**src/common/lc3Pkg.sv**
```systemverilog
package lc3Pkg;

	localparam int MEM_ADDR_BITS = 10;
	localparam int MEM_WORDS = 1 << MEM_ADDR_BITS;

	typedef logic [15:0] word_t;
	typedef logic [2:0] regAddr_t;
	typedef logic [3:0] opcode_t;
	typedef logic [1:0] aluOp_t;
	typedef logic [MEM_ADDR_BITS-1:0] memAddr_t;

	// instruction opcodes, LC-3 encoding
	localparam opcode_t OP_BR = 4'd0;
	localparam opcode_t OP_ADD = 4'd1;
	localparam opcode_t OP_JSR = 4'd4;
	localparam opcode_t OP_AND = 4'd5;
	localparam opcode_t OP_LDR = 4'd6;
	localparam opcode_t OP_STR = 4'd7;
	localparam opcode_t OP_NOT = 4'd9;
	localparam opcode_t OP_JMP = 4'd12;
	localparam opcode_t OP_PAUSE = 4'd13;

	localparam aluOp_t ALU_ADD = 2'd0;
	localparam aluOp_t ALU_AND = 2'd1;
	localparam aluOp_t ALU_NOT = 2'd2;
	localparam aluOp_t ALU_PASSA = 2'd3;

	localparam logic [1:0] PCMUX_INC = 2'd0;
	localparam logic [1:0] PCMUX_BUS = 2'd1;
	localparam logic [1:0] PCMUX_ADDR = 2'd2;

	localparam logic [1:0] ADDR2_ZERO = 2'd0;
	localparam logic [1:0] ADDR2_OFF6 = 2'd1;
	localparam logic [1:0] ADDR2_OFF9 = 2'd2;
	localparam logic [1:0] ADDR2_OFF11 = 2'd3;

endpackage
```
**src/datapath/datapath.sv**
```systemverilog
`timescale 1ns/1ps

module datapath import lc3Pkg::*; (
	input logic Clk,
	input logic rst,
	input logic ldMar,
	input logic ldMdr,
	input logic ldIr,
	input logic ldBen,
	input logic ldCc,
	input logic ldReg,
	input logic ldPc,
	input logic ldLed,
	input logic gatePc,
	input logic gateMdr,
	input logic gateAlu,
	input logic gateMarmux,
	input logic [1:0] pcMux,
	input logic drMux,
	input logic sr1Mux,
	input logic sr2Mux,
	input logic addr1Mux,
	input logic [1:0] addr2Mux,
	input aluOp_t aluk,
	input word_t memRdata,
	output opcode_t opcode,
	output logic ir5,
	output logic ir11,
	output logic ben,
	output word_t mar,
	output word_t mdr,
	output logic [11:0] ledOut
);

	word_t pc, ir, bus, pcNext;
	word_t sr1Data, sr2Data, aluB, aluOut;
	word_t addr1, addr2, addrSum;
	logic n, z, p;
	logic [3:0] busSel;
	regAddr_t drSel, sr1Sel;

	assign busSel = {gatePc, gateMdr, gateAlu, gateMarmux};

	always_comb
	begin
		case (busSel)
			4'b1000: bus = pc;
			4'b0100: bus = mdr;
			4'b0010: bus = aluOut;
			4'b0001: bus = addrSum; // marmux path
			default: bus = '0;
		endcase
	end

	// address adder shared by pc and marmux
	assign addr1 = addr1Mux ? sr1Data : pc;
	always_comb
	begin
		case (addr2Mux)
			ADDR2_OFF6: addr2 = {{10{ir[5]}}, ir[5:0]};
			ADDR2_OFF9: addr2 = {{7{ir[8]}}, ir[8:0]};
			ADDR2_OFF11: addr2 = {{5{ir[10]}}, ir[10:0]};
			default: addr2 = '0;
		endcase
	end
	assign addrSum = addr1 + addr2;

	always_comb
	begin
		case (pcMux)
			PCMUX_BUS: pcNext = bus;
			PCMUX_ADDR: pcNext = addrSum;
			default: pcNext = pc + 16'd1;
		endcase
	end

	assign aluB = sr2Mux ? {{11{ir[4]}}, ir[4:0]} : sr2Data;
	always_comb
	begin
		case (aluk)
			ALU_ADD: aluOut = sr1Data + aluB;
			ALU_AND: aluOut = sr1Data & aluB;
			ALU_NOT: aluOut = ~sr1Data;
			default: aluOut = sr1Data;
		endcase
	end

	always_ff @(posedge Clk)
	begin
		if (rst)
		begin
			pc <= '0;
			ir <= '0;
			{n, z, p} <= 3'b000;
			ben <= 1'b0;
			ledOut <= '0;
		end
		else
		begin
			if (ldPc) pc <= pcNext;
			if (ldIr) ir <= bus;
			if (ldCc) {n, z, p} <= {bus[15], bus == '0, !bus[15] && bus != '0};
			if (ldBen) ben <= (ir[11] & n) | (ir[10] & z) | (ir[9] & p);
			if (ldLed) ledOut <= ir[11:0];
		end
	end

	always_ff @(posedge Clk)
	begin
		if (ldMar) mar <= bus;
		if (ldMdr) mdr <= gateAlu ? bus : memRdata; // alu gate marks a store
	end

	assign drSel = drMux ? 3'd7 : ir[11:9];
	assign sr1Sel = sr1Mux ? ir[8:6] : ir[11:9];

	regFile regs (
		.Clk(Clk),
		.rst(rst),
		.we(ldReg),
		.dr(drSel),
		.sr1(sr1Sel),
		.sr2(ir[2:0]),
		.din(bus),
		.sr1Data(sr1Data),
		.sr2Data(sr2Data)
	);

	assign opcode = ir[15:12];
	assign ir5 = ir[5];
	assign ir11 = ir[11];

	assert property (@(posedge Clk) disable iff (rst) $onehot0(busSel));

endmodule

```
**src/datapath/regFile.sv**
```systemverilog
`timescale 1ns/1ps

module regFile import lc3Pkg::*; (
	input logic Clk,
	input logic rst,
	input logic we,
	input regAddr_t dr,
	input regAddr_t sr1,
	input regAddr_t sr2,
	input word_t din,
	output word_t sr1Data,
	output word_t sr2Data
);

	word_t regs [8];

	always_ff @(posedge Clk)
	begin
		if (rst)
		begin
			for (int i = 0; i < 8; i++)
				regs[i] <= '0;
		end
		else if (we)
			regs[dr] <= din;
	end

	assign sr1Data = regs[sr1];
	assign sr2Data = regs[sr2];

endmodule

```
**config.mk**
```make
export PLATFORM = sky130hd
export DESIGN_NAME = datapath
export DESIGN_NICKNAME = d
export VERILOG_FILES = /design/src/common/lc3Pkg.sv /design/src/datapath/datapath.sv /design/src/datapath/regFile.sv
export SDC_FILE = /design/constraint.sdc
export NUM_CORES = 1
export LEC_CHECK = 0
export BUFFER_PORTS_ARGS = -buffer_cell sky130_fd_sc_hd__buf_2
export CAP_MARGIN = 10
export CORE_ASPECT_RATIO = 2
export CORE_MARGIN = 2
export CORE_UTILIZATION = 50
export CTS_CLUSTER_DIAMETER = 60
export DETAILED_ROUTE_END_ITERATION = 8
export PLACE_DENSITY = 0.75
export SETUP_SLACK_MARGIN = 0.05
export SYNTH_ARGS = -nofsm -noshare
export SYNTH_HDL_FRONTEND = slang
export SYNTH_HIERARCHICAL = 1
export SYNTH_SLANG_ARGS = --single-unit
```
**constraint.sdc**
```tcl
create_clock -name Clk -period 4.6 [get_ports Clk]
set_input_delay 0 -clock Clk [delete_from_list [all_inputs] [get_ports Clk]]
set_output_delay 0 -clock Clk [all_outputs]
set_load 0.01 [all_outputs]
```
# Yosys cells after proc, flatten, opt, wreduce, memory -nomap -nowiden
# Memories as Yosys holds them, arrays and structs flattened. A register that Yosys moved wholly into a read port is not among the register bits.
# Index checks and enable logic that the tools add are counted.
[totals]
register_bits = 80
memories = 1
ramBits = 128
out_inout_bits = 51
[classes]
muxes = 19
n_reduce_logical = 6
n_eq_ne = 11
add_sub_neg = 3
n_bitwise = 7
[mem_list]
columns = ["name", "depth", "word_bits", "read_ports", "rd_clocked_by_memory_dff", "wr", "line_no", "source"]
rows = [
  ["regs.regs", 8, 16, 2, 1, 8, "regFile.sv:15", "word_t regs [8];"],
]
[ops]
columns = ["op", "n"]
rows = [
  ["16-bit one-hot mux with 3 select lines", 2],
  ["16-bit 2-to-1 mux", 4],
  ["16-bit one-hot mux with 4 select lines", 1],
  ["16-bit adder", 2],
  ["16-bit one-hot mux with 2 select lines", 1],
  ["16-bit by 1-bit adder with 16-bit output (second input constant)", 1],
  ["16-bit AND", 1],
  ["16-bit logical NOT", 1],
  ["16-bit NOT", 1],
  ["16-bit nonzero test", 1],
  ["16-bit OR reduction", 1],
  ["3-bit 2-to-1 mux", 5],
  ["2-bit equality test (second input constant)", 4],
  ["2-bit by 1-bit equality test with 1-bit output (second input constant)", 3],
  ["1-bit 2-to-1 mux", 6],
  ["4-bit by 1-bit equality test with 1-bit output (second input constant)", 1],
  ["4-bit by 2-bit equality test with 1-bit output (second input constant)", 1],
  ["4-bit by 3-bit equality test with 1-bit output (second input constant)", 1],
  ["4-bit equality test (second input constant)", 1],
  ["1-bit AND", 3],
  ["2-bit logical NOT", 1],
  ["1-bit OR", 2],
  ["1-bit logical AND", 1],
  ["1-bit logical NOT", 1],
]

# Logic depth before layout (Yosys ltp)
# An unclocked memory read counts as a cell.
[depth]
depth_word = 7
mapped_depth = 19
mapped_depth_nobuf = 17

# Cells and area by module
# The synthesis kept the hierarchy.
[modules_own_cells]
columns = ["mod", "cells_per_inst", "area_per_inst_um2", "n_inst"]
rows = [
  ["regFile", 430, 6910.4, 1],
  ["datapath", 791, 6557.5, 1],
]

# Worst setup path after synthesis
# No wires, ideal clock.
[synth_timing]
kind = "reg2reg"
startpoint = "reg ir[9]"
endpoint = "mem regs/regs[0][15] in the netlist's numbering (data pin)"
stages_incl_launch_ff = 20
required_ns = 4.443
n_path_buf = 2
arrival_time_ns = 4.259
setup_slack_ns = 0.183
path_cell_list = "dfxtp_1 > mux2_2 > buf_6 > buf_6 > mux4_1 > mux2_2 > mux2i_1 > inv_1 > ha_1 > a211oi_1 > nor3_1 > nor2_1 > a21bo_1 > o21ai_1 > or4_1 > nand2_1 > nor2_1 > inv_1 > clkinv_1 > nor3_1"
[synth_lines]
columns = ["element", "line_no", "source"]
rows = [
  ["from (decl)", "datapath.sv:35", "word_t pc, ir, bus, pcNext;"],
  ["from (signal assigned)", "datapath.sv:101", "if (ldIr) ir <= bus;"],
  ["to (decl)", "regFile.sv:15", ""],
]

# Worst setup path after layout
[layout_timing]
startpoint = "reg ir[6]"
endpoint = "reg pc[13]"
[layout_between]
elab_chain_cells = 6
elab_cells_between_ends = 11
cone_classes = "add/sub: 2; mux: 6; bitwise: 2; memory: 1"
[layout_lines]
columns = ["element", "line_no", "source"]
rows = [
  ["3-bit 2-to-1 mux *", "datapath.sv:115", "assign sr1Sel = sr1Mux ? ir[8:6] : ir[11:9];"],
  ["net sr1Sel[0]", "datapath.sv:40", "regAddr_t drSel, sr1Sel;"],
  ["memory read 8 x 16 bit *", "n/a", ""],
  ["net sr1Data[5]", "datapath.sv:36", "word_t sr1Data, sr2Data, aluB, aluOut;"],
  ["16-bit adder or 16-bit 2-to-1 mux (tied branches)", "datapath.sv:81, datapath.sv:56", ""],
  ["16-bit one-hot mux with 3 select lines or 16-bit adder (tied branches)", "datapath.sv:80, datapath.sv:66", ""],
  ["16-bit one-hot mux with 4 select lines", "datapath.sv:46", "case (busSel)"],
  ["16-bit one-hot mux with 2 select lines *", "datapath.sv:70", "case (pcMux)"],
  ["to (signal assigned)", "datapath.sv:100", "if (ldPc) pc <= pcNext;"],
  ["to (decl)", "datapath.sv:35", ""],
]
# The timed path passes the listed nets; every way through them passes the cells marked *.
# A chain may end at the register's enable or synchronous reset.

==> metrics.cfg <==
[run_status]
outcome = finished, final reports clean

[floorplanning]
core_area_um2 = 26700
die_x_um = 120
die_h_um = 236
rows = 85
initial_core_util = 0.505
die_area_um2 = 28300
io_pins = 91

[global_routing]
grt_max_degree = 63
antenna_found_initial = 0
grt_pass1_vias = 11470
grt_overflow = 0
grt_usage = 0.315
grt_first_pass_wirelength_mm = 67.7

[clock_tree]
cts_buffers = 20
cts-htree-levels = 1
cts.sinks = 208
clockRootBuffer = clkbuf_16
clkTransAtPathRegs_ns = 0.07
cts_tree = built
cts.path.max_buffers = 3
insertion_delay_ns = 0.52

[setup_path]
crit_path_end = pc[13]
cp.required_ns = 5.02
crit_arrival_ns = 4.88
critPathKind = reg2reg
crit-reg2reg-capture = pc[13]
end_kind = flip-flop
timing.rr.start = ir[6]
cp-startpoint = ir[6]
r2r_cells = 17
cp-start-kind = flip-flop
cp_max_fo = 10
rrSetupSlack_ns = 0.14

[synthesis]
yosysTopAreaCell = edfxtp_1
synth-edff-count = 160
synth_flop_cell = edfxtp_1
synth_warnings = 6
async_flop_share = 0
ys_seq_area_frac = 0.428
syn_avg_cell_area_um2 = 11.0
synth_common_cells = edfxtp_1 (160), nor3_1 (146), nor2_1 (78)
synth_top_area_share = 0.357
ys_top_cells_by_area = edfxtp_1 (36%), mux4_1 (11%), dfxtp_1 (7.1%)
syn-num-nets = 1294
synthDistinctLibCells = 87
synth.most_common_cell = edfxtp_1
synth_seq_cells = 208
syn_inst = 1221
synth_area_um2 = 13500

[place]
place.gp.congestion = 0.981
io_buffers = 90
dp_hpwl_mm = 32.5
pre_cts_slack_ns = -0.140
dp.cells = 1681

[power]
p_leak_uw = 0.00619
ir_worst_vdd_v = 0.000289
p_per_area_nw_per_um2 = 292

[timing]
hold_viol = 0
max_freq_mhz = 224
relSlewSlack = 0.288
drv_slew = 0
worst_slack_ns = 0.143
clock_skew_ns = 0.0130
grt_setup_unrepaired = yes
setup_viol = 0
timing.final.crit_share = 0.969
setup_tns_ns = 0
layout_min_cycle_time_ns = 4.46
tightest_slew_ns = 1.07

[layout]
nNetsFinal = 1456
area_growth_pct = 18.1
instances_no_fill = 1745
n_antenna_cell = 0
layout-drive-gt1-share = 0.255

[drt]
dr.first_iter.drc_count = 1126
drt-vias-per-instance = 6.58
ant_nets = 0
drt_wl_total_mm = 44.7
vias = 11478
firstDrtPassIters = 5
routedWlPerCell_um = 25.6
drc = 0

[hold_path]
hp-class = in2reg

[flow_run]
timing.max_cap.violations = 0

## how the worst min path moves through the flow
stage          cells past startpoint  slack (ns)    start      to
2_1_floorplan                      1         0.1    ldBen     ben
3_3_place_gp                       2        0.20    ldBen     ben
3_5_place_dp                       2        0.21    ldBen     ben
4_1_cts                            3       0.006     ldIr  ir[15]
5_1_grt                            3        0.04  gateMdr  mdr[4]
6_report                           3        0.02     ldIr  ir[15]
## power breakdown
| part | leakage (uW) | switching [uW] | internal (uW) |
|---|---|---|---|
| clock | 0.000304 | 739 | 818 |
| combinational | 0.00384 | 540 | 379 |
| sequential | 0.00205 | 58.2 | 2110 |
| total | 0.00619 | 1340 | 3300 |
## per-stage QoR
step	cell area, um2	utilization	hold slack (ns)	total power [uW]
floorplan	13500	-	0.0956	2720
global placement	14900	0.557	0.202	3050
detailed placement	14900	0.557	0.212	3070
CTS	15800	0.590	0.00605	4630
global route	15900	0.596	0.0409	4800
finish	15900	0.596	0.0177	4640
## cell type report
| class | count | area (um2) |
|---|---|---|
| Fill cell | 2183 | 10800 |
| Multi-Input combinational cell | 857 | 7160 |
| Sequential cell | 208 | 5770 |
| Timing Repair Buffer | 235 | 1690 |
| Clock buffer | 22 | 512 |
| Tap cell | 348 | 435 |
| Inverter | 61 | 248 |
| Clock inverter | 14 | 91.3 |
## layout by cell type (no fill, tap or decap), types with 25 or more instances in the layout
cell / count
ha_1: 31
mux2_2: 43
nand2_1: 55
inv_1: 37
edfxtp_1: 160
a21oi_1: 40
mux4_1: 56
dlygate4sd3_1: 25
buf_4: 112
nor2_1: 76
nor3_1: 137
a22oi_1: 25
mux2i_1: 37
o21ai_0: 45
dfxtp_1: 47
buf_2: 90
## registers in the layout (all words and copies together), names as in the netlist
| name | cells |
|---|---|
| ben | 1 |
| regs/regs | 128 |
| pc | 16 |
| p | 1 |
| z | 1 |
| ledOut | 12 |
| mdr | 16 |
| n | 1 |
| mar | 16 |
| ir | 16 |
## per-layer routing
| layer | vias to the layer above | track usage | part of all wire |
|---|---|---|---|
| met4 | 0 | 0.187 | 0.068 |
| met2 | 622 | 0.522 | 0.49 |
| met5 | - | 0 | 0 |
| met1 | 5633 | 0.393 | 0.38 |
| li1 | 5078 | - | - |
| met3 | 145 | 0.0365 | 0.069 |
## critical path: stages, from the launching register on
cell and delay (ns):
dfxtp_1 0.34, mux2_4 0.20, buf_12 0.15, mux4_1 0.56
mux2_2 0.35, mux2_2 0.28, ha_1 0.31, buf_4 0.15
nand3_1 0.06, nor3_1 0.29, nor2_2 0.10, a21bo_2 0.23
o21ai_2 0.15, nand3_2 0.11, o311a_4 0.36, buf_4 0.14
o221a_1 0.24, a2111oi_2 0.32
## logic make-up (layout without fill, tap and decap cells)
logic type / count (synthesis) / count (layout) / synth area share
AOI/OAI and AO/OA: 265 / 265 / 0.137
xor gates and xnor gates: 37 / 37 / 0.0241
adders and majority gates: 34 / 34 / 0.0326
buffers and inverters: 156 / 332 / 0.0517
DFF: 208 / 208 / 0.428
muxes: 150 / 150 / 0.192
and+or+nand+nor: 371 / 371 / 0.135
## timing repair
action                                 in CTS  in global routing
cloned                                      0                  0
pin swaps                                   0                  2
hold buffers                               25                  0
endpoints found under the hold margin      64                  0
resized for setup                          11                 35
setup endpoints to repair                  37                 76
setup buffers                               0                  3
Power figures use the tool's default switching activity.
