[src/common/lc3Pkg.sv]
package lc3Pkg;

	localparam int MEM_ADDR_BITS = 10;
	localparam int MEM_WORDS = 1 << MEM_ADDR_BITS;

	typedef logic [15:0] word_t;
	typedef logic [2:0] regAddr_t;
	typedef logic [3:0] opcode_t;
	typedef logic [1:0] aluOp_t;
	typedef logic [MEM_ADDR_BITS-1:0] memAddr_t;

	// instruction opcodes, LC-3 encoding
	localparam opcode_t OP_BR = 4'd0;
	localparam opcode_t OP_ADD = 4'd1;
	localparam opcode_t OP_JSR = 4'd4;
	localparam opcode_t OP_AND = 4'd5;
	localparam opcode_t OP_LDR = 4'd6;
	localparam opcode_t OP_STR = 4'd7;
	localparam opcode_t OP_NOT = 4'd9;
	localparam opcode_t OP_JMP = 4'd12;
	localparam opcode_t OP_PAUSE = 4'd13;

	localparam aluOp_t ALU_ADD = 2'd0;
	localparam aluOp_t ALU_AND = 2'd1;
	localparam aluOp_t ALU_NOT = 2'd2;
	localparam aluOp_t ALU_PASSA = 2'd3;

	localparam logic [1:0] PCMUX_INC = 2'd0;
	localparam logic [1:0] PCMUX_BUS = 2'd1;
	localparam logic [1:0] PCMUX_ADDR = 2'd2;

	localparam logic [1:0] ADDR2_ZERO = 2'd0;
	localparam logic [1:0] ADDR2_OFF6 = 2'd1;
	localparam logic [1:0] ADDR2_OFF9 = 2'd2;
	localparam logic [1:0] ADDR2_OFF11 = 2'd3;

endpackage
[src/design/controlUnit.sv]
`timescale 1ns/1ps

module controlUnit import lc3Pkg::*; (
	input logic Clk,
	input logic rst,
	input logic Run,
	input logic Continue,
	input opcode_t opcode,
	input logic ir5,
	input logic ir11,
	input logic ben,
	output logic ldMar,
	output logic ldMdr,
	output logic ldIr,
	output logic ldBen,
	output logic ldCc,
	output logic ldReg,
	output logic ldPc,
	output logic ldLed,
	output logic gatePc,
	output logic gateMdr,
	output logic gateAlu,
	output logic gateMarmux,
	output logic [1:0] pcMux,
	output logic drMux,
	output logic sr1Mux,
	output logic sr2Mux,
	output logic addr1Mux,
	output logic [1:0] addr2Mux,
	output aluOp_t aluk,
	output logic memOe,
	output logic memWe,
	output logic paused
);

	typedef enum logic [4:0] {
		halted,
		pauseHold,
		pauseRelease,
		fetchMar,
		fetchRead1,
		fetchRead2,
		fetchRead3,
		fetchIr,
		decode,
		brExec,
		addExec,
		andExec,
		notExec,
		jmpExec,
		jsrExec,
		ldrAddr,
		ldrRead1,
		ldrRead2,
		ldrRead3,
		ldrWrite,
		strAddr,
		strMdr,
		strWrite1,
		strWrite2,
		strWrite3
	} state_t;

	state_t state, nextState;

	always_ff @(posedge Clk)
	begin
		if (rst)
			state <= halted;
		else
			state <= nextState;
	end

	always_comb
	begin
		nextState = state;
		unique case (state)
			halted: if (Run) nextState = fetchMar;
			pauseHold: if (Continue) nextState = pauseRelease; // wait for rising edge
			pauseRelease: if (!Continue) nextState = fetchMar;
			fetchMar: nextState = fetchRead1;
			fetchRead1: nextState = fetchRead2;
			fetchRead2: nextState = fetchRead3;
			fetchRead3: nextState = fetchIr;
			fetchIr: nextState = decode;
			decode:
			begin
				case (opcode)
					OP_BR: nextState = brExec;
					OP_ADD: nextState = addExec;
					OP_AND: nextState = andExec;
					OP_NOT: nextState = notExec;
					OP_JMP: nextState = jmpExec;
					OP_JSR: nextState = ir11 ? jsrExec : fetchMar; // JSRR not supported
					OP_LDR: nextState = ldrAddr;
					OP_STR: nextState = strAddr;
					OP_PAUSE: nextState = pauseHold;
					default: nextState = fetchMar;
				endcase
			end
			ldrAddr: nextState = ldrRead1;
			ldrRead1: nextState = ldrRead2;
			ldrRead2: nextState = ldrRead3;
			ldrRead3: nextState = ldrWrite;
			strAddr: nextState = strMdr;
			strMdr: nextState = strWrite1;
			strWrite1: nextState = strWrite2;
			strWrite2: nextState = strWrite3;
			default: nextState = fetchMar; // single-cycle execute and strWrite3
		endcase
	end

	always_comb
	begin
		ldMar = 1'b0;
		ldMdr = 1'b0;
		ldIr = 1'b0;
		ldBen = 1'b0;
		ldCc = 1'b0;
		ldReg = 1'b0;
		ldPc = 1'b0;
		ldLed = 1'b0;
		gatePc = 1'b0;
		gateMdr = 1'b0;
		gateAlu = 1'b0;
		gateMarmux = 1'b0;
		pcMux = PCMUX_INC;
		drMux = 1'b0;
		sr1Mux = 1'b0;
		sr2Mux = 1'b0;
		addr1Mux = 1'b0;
		addr2Mux = ADDR2_ZERO;
		aluk = ALU_ADD;
		memOe = 1'b1;
		memWe = 1'b1;
		paused = 1'b0;

		case (state)
			pauseHold, pauseRelease:
			begin
				ldLed = 1'b1;
				paused = 1'b1;
			end
			fetchMar:
			begin
				gatePc = 1'b1;
				ldMar = 1'b1;
				ldPc = 1'b1;
			end
			fetchRead1, fetchRead2, fetchRead3, ldrRead1, ldrRead2, ldrRead3:
			begin
				memOe = 1'b0;
				ldMdr = 1'b1; // last load holds the valid word
			end
			fetchIr:
			begin
				gateMdr = 1'b1;
				ldIr = 1'b1;
			end
			decode: ldBen = 1'b1;
			brExec:
			begin
				pcMux = PCMUX_ADDR;
				addr2Mux = ADDR2_OFF9;
				ldPc = ben; // pc moves only on a taken branch
			end
			addExec, andExec, notExec:
			begin
				sr1Mux = 1'b1;
				sr2Mux = ir5;
				aluk = (state == addExec) ? ALU_ADD : (state == andExec) ? ALU_AND : ALU_NOT;
				gateAlu = 1'b1;
				ldReg = 1'b1;
				ldCc = 1'b1;
			end
			jmpExec:
			begin
				sr1Mux = 1'b1;
				addr1Mux = 1'b1;
				pcMux = PCMUX_ADDR;
				ldPc = 1'b1;
			end
			jsrExec:
			begin
				gatePc = 1'b1; // R7 gets the old pc on the same edge
				drMux = 1'b1;
				ldReg = 1'b1;
				addr2Mux = ADDR2_OFF11;
				pcMux = PCMUX_ADDR;
				ldPc = 1'b1;
			end
			ldrAddr, strAddr:
			begin
				sr1Mux = 1'b1;
				addr1Mux = 1'b1;
				addr2Mux = ADDR2_OFF6;
				gateMarmux = 1'b1;
				ldMar = 1'b1;
			end
			ldrWrite:
			begin
				gateMdr = 1'b1;
				ldReg = 1'b1;
				ldCc = 1'b1;
			end
			strMdr:
			begin
				aluk = ALU_PASSA; // source register is IR[11:9]
				gateAlu = 1'b1;
				ldMdr = 1'b1;
			end
			strWrite1, strWrite2, strWrite3: memWe = 1'b0;
			default: ;
		endcase
	end

	assert property (@(posedge Clk) disable iff (rst) !(!memOe && !memWe));
	assert property (@(posedge Clk) disable iff (rst)
		$onehot0({gatePc, gateMdr, gateAlu, gateMarmux}));
	assert property (@(posedge Clk) disable iff (rst)
		!$isunknown(state) && int'(state) <= int'(state.last()));

endmodule

[config.mk]
export PLATFORM = sky130hd
export DESIGN_NAME = controlUnit
export DESIGN_NICKNAME = d
export VERILOG_FILES = /design/src/common/lc3Pkg.sv /design/src/design/controlUnit.sv
export SDC_FILE = /design/constraint.sdc
export NUM_CORES = 1
export LEC_CHECK = 0
export BUFFER_PORTS_ARGS = -buffer_cell sky130_fd_sc_hd__buf_2
export CAP_MARGIN = 15
export CORE_ASPECT_RATIO = 0.6
export CORE_MARGIN = 2
export CORE_UTILIZATION = 25
export DETAILED_ROUTE_END_ITERATION = 7
export GPL_TIMING_DRIVEN = 0
export PLACE_DENSITY = 0.56
export SLEW_MARGIN = 20
export SYNTH_ARGS = -nofsm -noshare
export SYNTH_HDL_FRONTEND = slang
export SYNTH_SLANG_ARGS = --single-unit
[constraint.sdc]
create_clock -name Clk -period 2.87 [get_ports Clk]
set_input_delay 0.574 -clock Clk [delete_from_list [all_inputs] [get_ports Clk]]
set_output_delay 0.574 -clock Clk [all_outputs]
set_load 0.03 [all_outputs]
# Yosys cells after proc, flatten, opt, wreduce, memory -nomap -nowiden
# Cells that the tools add are included.
[classes]
reduce_logical = 19
n_lt_le_gt_ge = 0
shifts = 0
div_mod_pow = 0
multipliers = 0
n_eq_ne = 35
muxes = 29
bitwise_logic = 0
add_sub_neg = 0
[ops]
columns = ["operator", "n"]
rows = [
  ["5-bit case mux with 17 select lines", 1],
  ["5-bit == test (second input constant)", 9],
  ["5-bit case mux with 9 select lines", 1],
  ["5-bit by 4-bit == test with 1-bit output (second input constant)", 8],
  ["5-bit by 3-bit == test with 1-bit output (second input constant)", 4],
  ["3-bit OR reduction", 6],
  ["1-bit 2-to-1 mux", 17],
  ["4-bit by 3-bit == test with 1-bit output (second input constant)", 4],
  ["5-bit 2-to-1 mux", 3],
  ["4-bit == test (second input constant)", 3],
  ["6-bit OR reduction", 2],
  ["5-bit by 2-bit == test with 1-bit output (second input constant)", 2],
  ["2-bit OR reduction", 4],
  ["4-bit OR reduction", 2],
  ["7-bit OR reduction", 1],
  ["2-bit 2-to-1 mux", 3],
  ["2-bit != test (second input constant)", 3],
  ["2-bit case mux with 3 select lines", 1],
  ["5-bit by 1-bit == test with 1-bit output (second input constant)", 1],
  ["5-bit logical NOT", 1],
  ["5-bit OR reduction", 1],
  ["4-bit by 1-bit == test with 1-bit output (second input constant)", 1],
  ["4-bit logical NOT", 1],
  ["4-bit 2-to-1 mux", 1],
  ["3 further kinds", 3],
]
[totals]
n_memories = 0
romBits = 0
input_bits = 11
mem_bits_rw = 0
output_inout_bits = 25
word_cells = 84
latch_bits = 0
register_bits = 5

# Depth between registers and ports, before layout
[depth]
depth_word = 4
ltp_mapped = 6
depth_no_buf = 4

# Least setup slack after synthesis
# Ideal clock, no wire load.
[synth_path]
path_type = "register to output"
start = "register state[0]"
end = "output port ldMdr"
path_stages_with_launch = 4
path_buffers = 1
t_arrival_ps = 2323
required_time_ps = 2296
slack_ps = -27
path_cell_list = "dfxtp_1 > buf_2 > and3b_1 > a2111oi_0"
[synth_between]
elab_chain_cells = 3
elab_cells_between_ends = 9
classes_between = "7 x eq/ne; 1 x mux; 1 x reduce/logical"
[synth_lines]
columns = ["element", "line", "rtl"]
rows = [
  ["start: declaration", "controlUnit.sv:64", "state_t state, nextState;"],
  ["start signal: assignment", "controlUnit.sv:69", "state <= halted;"],
  ["start signal: assignment", "controlUnit.sv:71", "state <= nextState;"],
  ["5-bit by 3-bit == test with 1-bit output / 5-bit == test (equally long branches)", "controlUnit.sv:138", "case (state)"],
  ["7-bit OR reduction (no source line) (*)", "--", ""],
  ["1-bit 2-to-1 mux (*)", "controlUnit.sv:138", ""],
  ["end: declaration", "controlUnit.sv:13", "output logic ldMdr,"],
]
# Mark *: on every way between the ends. The rest lies on a longest branch, timed or not.

# Worst setup path after layout
[layout_path]
start = "register state[1]"
end = "output port ldMar"
[layout_between]
elab_chain_cells = 3
elab_cells_between_ends = 5
classes_between = "3 x eq/ne; 1 x mux; 1 x reduce/logical"
[layout_lines]
columns = ["element", "line", "rtl"]
rows = [
  ["5-bit by 4-bit == test with 1-bit output (tied with other cells)", "controlUnit.sv:138", ""],
  ["3-bit OR reduction (no source line) (*)", "--", ""],
  ["1-bit 2-to-1 mux (*)", "controlUnit.sv:138", ""],
  ["end: declaration", "controlUnit.sv:12", "output logic ldMar,"],
]
# Marks and branches as above.

==> flow_summary.ini <==
[sta]
fin_crit_ns = 2.33
period_share_pct = 81.3
rsz0062_at_grt = no
setup_viol = 0
slew_violations = 0
finalHoldViolations = 0
fmax_mhz = 429
finalWorstSetupSlack_ns = 0.538
fin_setup_tns_ns = 0
clock_skew_ns = 0.00431

[clock_network]
hold_buffers = 0
cts.repair.resized = 0
insertion_delay_ns = 0.22
cts_made_buffers = 3
root_buffer = clkbuf_8
cts_tree = done
cts_setup_buffers = 0
clkTransAtPathRegs_ns = 0.04
clk_path_buf_depth = 2
clock-sinks = 5
cts_max_level = 1

[setup_path]
r2r-end = state[0]
required_ns = 2.30
worstSetupPathType = flop to primary output
r2r_cells = 4
worstPathMaxFanout = 10
rr_startpoint = state[0]
cp-start-kind = flop
r2r_slack_ns = 1.33
worstPathArrival_ns = 1.76
crit_path_end_kind = primary output

[power_and_ir_drop]
power_density_mw_per_mm2 = 494
pwr-share-seq_pct = 16.3
p_leak_nw = 0.547
p_clk_share_pct = 22.7
ir_drop_mv = 0.237
p_int_mw = 0.301
switching_power_mw = 0.268
combPwrFrac_pct = 61.0
swShare_pct = 47.1

[hold_path]
min_to = state[1]
hp-start = rst
hold_depth = 2
hold_class = input port to flop

[synthesis]
synth_ff_type = dfxtp_1
synth-xor-area-share_pct = 1.98
synthMuxAreaShare_pct = 2.55
synth_top_family_by_area = simple AND/OR/NAND/NOR gates
synthArstFlopShare_pct = 0
synthSimpleGateAreaFrac_pct = 41.7
seq_area_frac_synth_pct = 11.3
synth_area_per_cell_sq_um = 6.70
synth_most_common_cell = nand2_1
synth_enable_flop_cells = 0
synth_cell_types = 52
synth_top_area_cell = dfxtp_1
synth.net_count = 143
synth_top_area_share_pct = 11.3
yosysWarnings = 0
syn_inst = 132
ys_top_cells_by_area = dfxtp_1 11%, nand2_1 5.9%, nor2_1 5.5%, nand2b_1 5.0%, o21ai_0 4.5%
synth-compound-area-share_pct = 32.1
synth_seq_cells = 5
ys_top_cells_by_count = 14 x nand2_1, 13 x nor2_1, 8 x o21ai_0
synth_area_sq_um = 885
synth_fa_ha_area_share_pct = 0

[placed_design]
dp_hpwl_um = 2070
globalplace.congestion = 0.873
pre_cts_ws_ns = 0.772
port_buffers = 33

[die]
ios = 36
rows = 16
initial_core_util_pct = 26.6
fp.dieH_um = 50.1
die_area_sq_mm = 0.00405
coreArea_sq_mm = 0.00332
die_w_um = 80.8

[final_layout]
area_growth_syn_to_layout_pct = 30.3
drive_gt1_share_pct = 32.5
largest_registers = state (5)
largest_reg_flops = 5
diodes = 0
regMostFlops = state
finalNetCount = 181
utilization_pct = 34.7

[global_routing]
grtUsageTotal_pct = 14.0
grt_max_degree = 11
grt_first_pass_wirelength_um = 4480
grt_antenna_before_repair = 0
grt_pass1_vias = 984
grt-ovfl-total = 0

[routing]
vias = 1060
drt-initial-drc-count = 124
drt-total-wl_um = 2670
firstDrtPassIters = 4
wl_per_cell_um = 12.5
routed_via_density = 4.95
route.detailed.drc = 0
ant_nets = 0

[run_status]
status = finished clean

[run]
drv_cap = 0
## metrics by stage
stage	cells	total power [mW]	hold WS, ns	cell area [sq um]
after floorplan	132	0.356	0.620	886
after global placement	210	0.439	0.729	1110
after detailed placement	210	0.437	0.713	1110
after CTS	214	0.572	0.582	1150
after global routing	214	0.613	0.582	1150
final	214	0.569	0.585	1150
## layer usage
metal  vias up  part of all wire (%)  wire [um]  track usage (%)
li1        558                     -          -                -
met1       467                    55       1460             21.5
met2        35                    37        999             19.4
met3         0                   7.9        211             3.66
met4         0                     0          0             1.98
met5         -                     0          0                0
## critical path, cell delays in order (launching register included)
cell and delay [ns]:
dfxtp_1 0.32, buf_2 0.18, or4b_1 0.53, o21ai_0 0.10
nand2_1 0.10, o21ai_0 0.09, buf_2 0.22
## kinds of logic after synthesis
kind of cell | count (synthesis)
and+or+nand+nor | 64
AOI/OAI and AO/OA | 40
buffers and inverters | 18
DFF | 5
xor gates and xnor gates | 2
muxes | 2
other | 1
## worst max-delay path by stage
stage                 end      from  cells past startpoint
detailed placement  ldMar  state[1]                      6
finish              ldMar  state[1]                      6
global route        ldMar  state[1]                      6
CTS                 ldMar  state[1]                      6
global placement    ldMar  state[1]                      6
floorplan           ldMdr  state[0]                      3
## power groups by stage
stage	Combinational, mW	Sequential, mW	Clock (mW)
global route	0.378	0.0956	0.139
floorplan	0.265	0.0906	0
detailed placement	0.343	0.0936	0
CTS	0.345	0.0926	0.134
global placement	0.345	0.0940	0
finish	0.347	0.0927	0.129
## placed cells by master (no fill, tap or decap), types with 2 or more instances in the layout
cell type / Yosys / layout
o2bb2ai_1: 2 / 2
a21oi_1: 6 / 6
o21ai_0: 8 / 8
a32oi_1: 2 / 2
inv_1: 6 / 6
a211oi_1: 2 / 2
buf_4: 3 / 3
mux2_2: 2 / 2
buf_2: 7 / 40
nand2b_1: 7 / 7
a31oi_1: 2 / 2
nor2_1: 13 / 13
nor3_1: 4 / 4
nor2b_1: 4 / 4
nor3b_1: 2 / 2
clkbuf_1: 2 / 3
or3_1: 2 / 2
nand2_1: 14 / 14
nand4_1: 3 / 3
dfxtp_1: 5 / 5
o21a_1: 2 / 2
clkbuf_8: 0 / 3
o31ai_1: 2 / 2
nand3b_1: 2 / 2
a21o_1: 2 / 2
## area by class of cell
type / instances / area [sq um]
plain buffers: 12 / 65.1
fillers: 384 / 2170
repair buffers: 33 / 165
multi-input cells: 109 / 698
inverters: 6 / 22.5
clock buffers: 4 / 45.0
well taps: 45 / 56.3
flip-flops and latches: 5 / 100
Power figures use the tool's default switching activity.
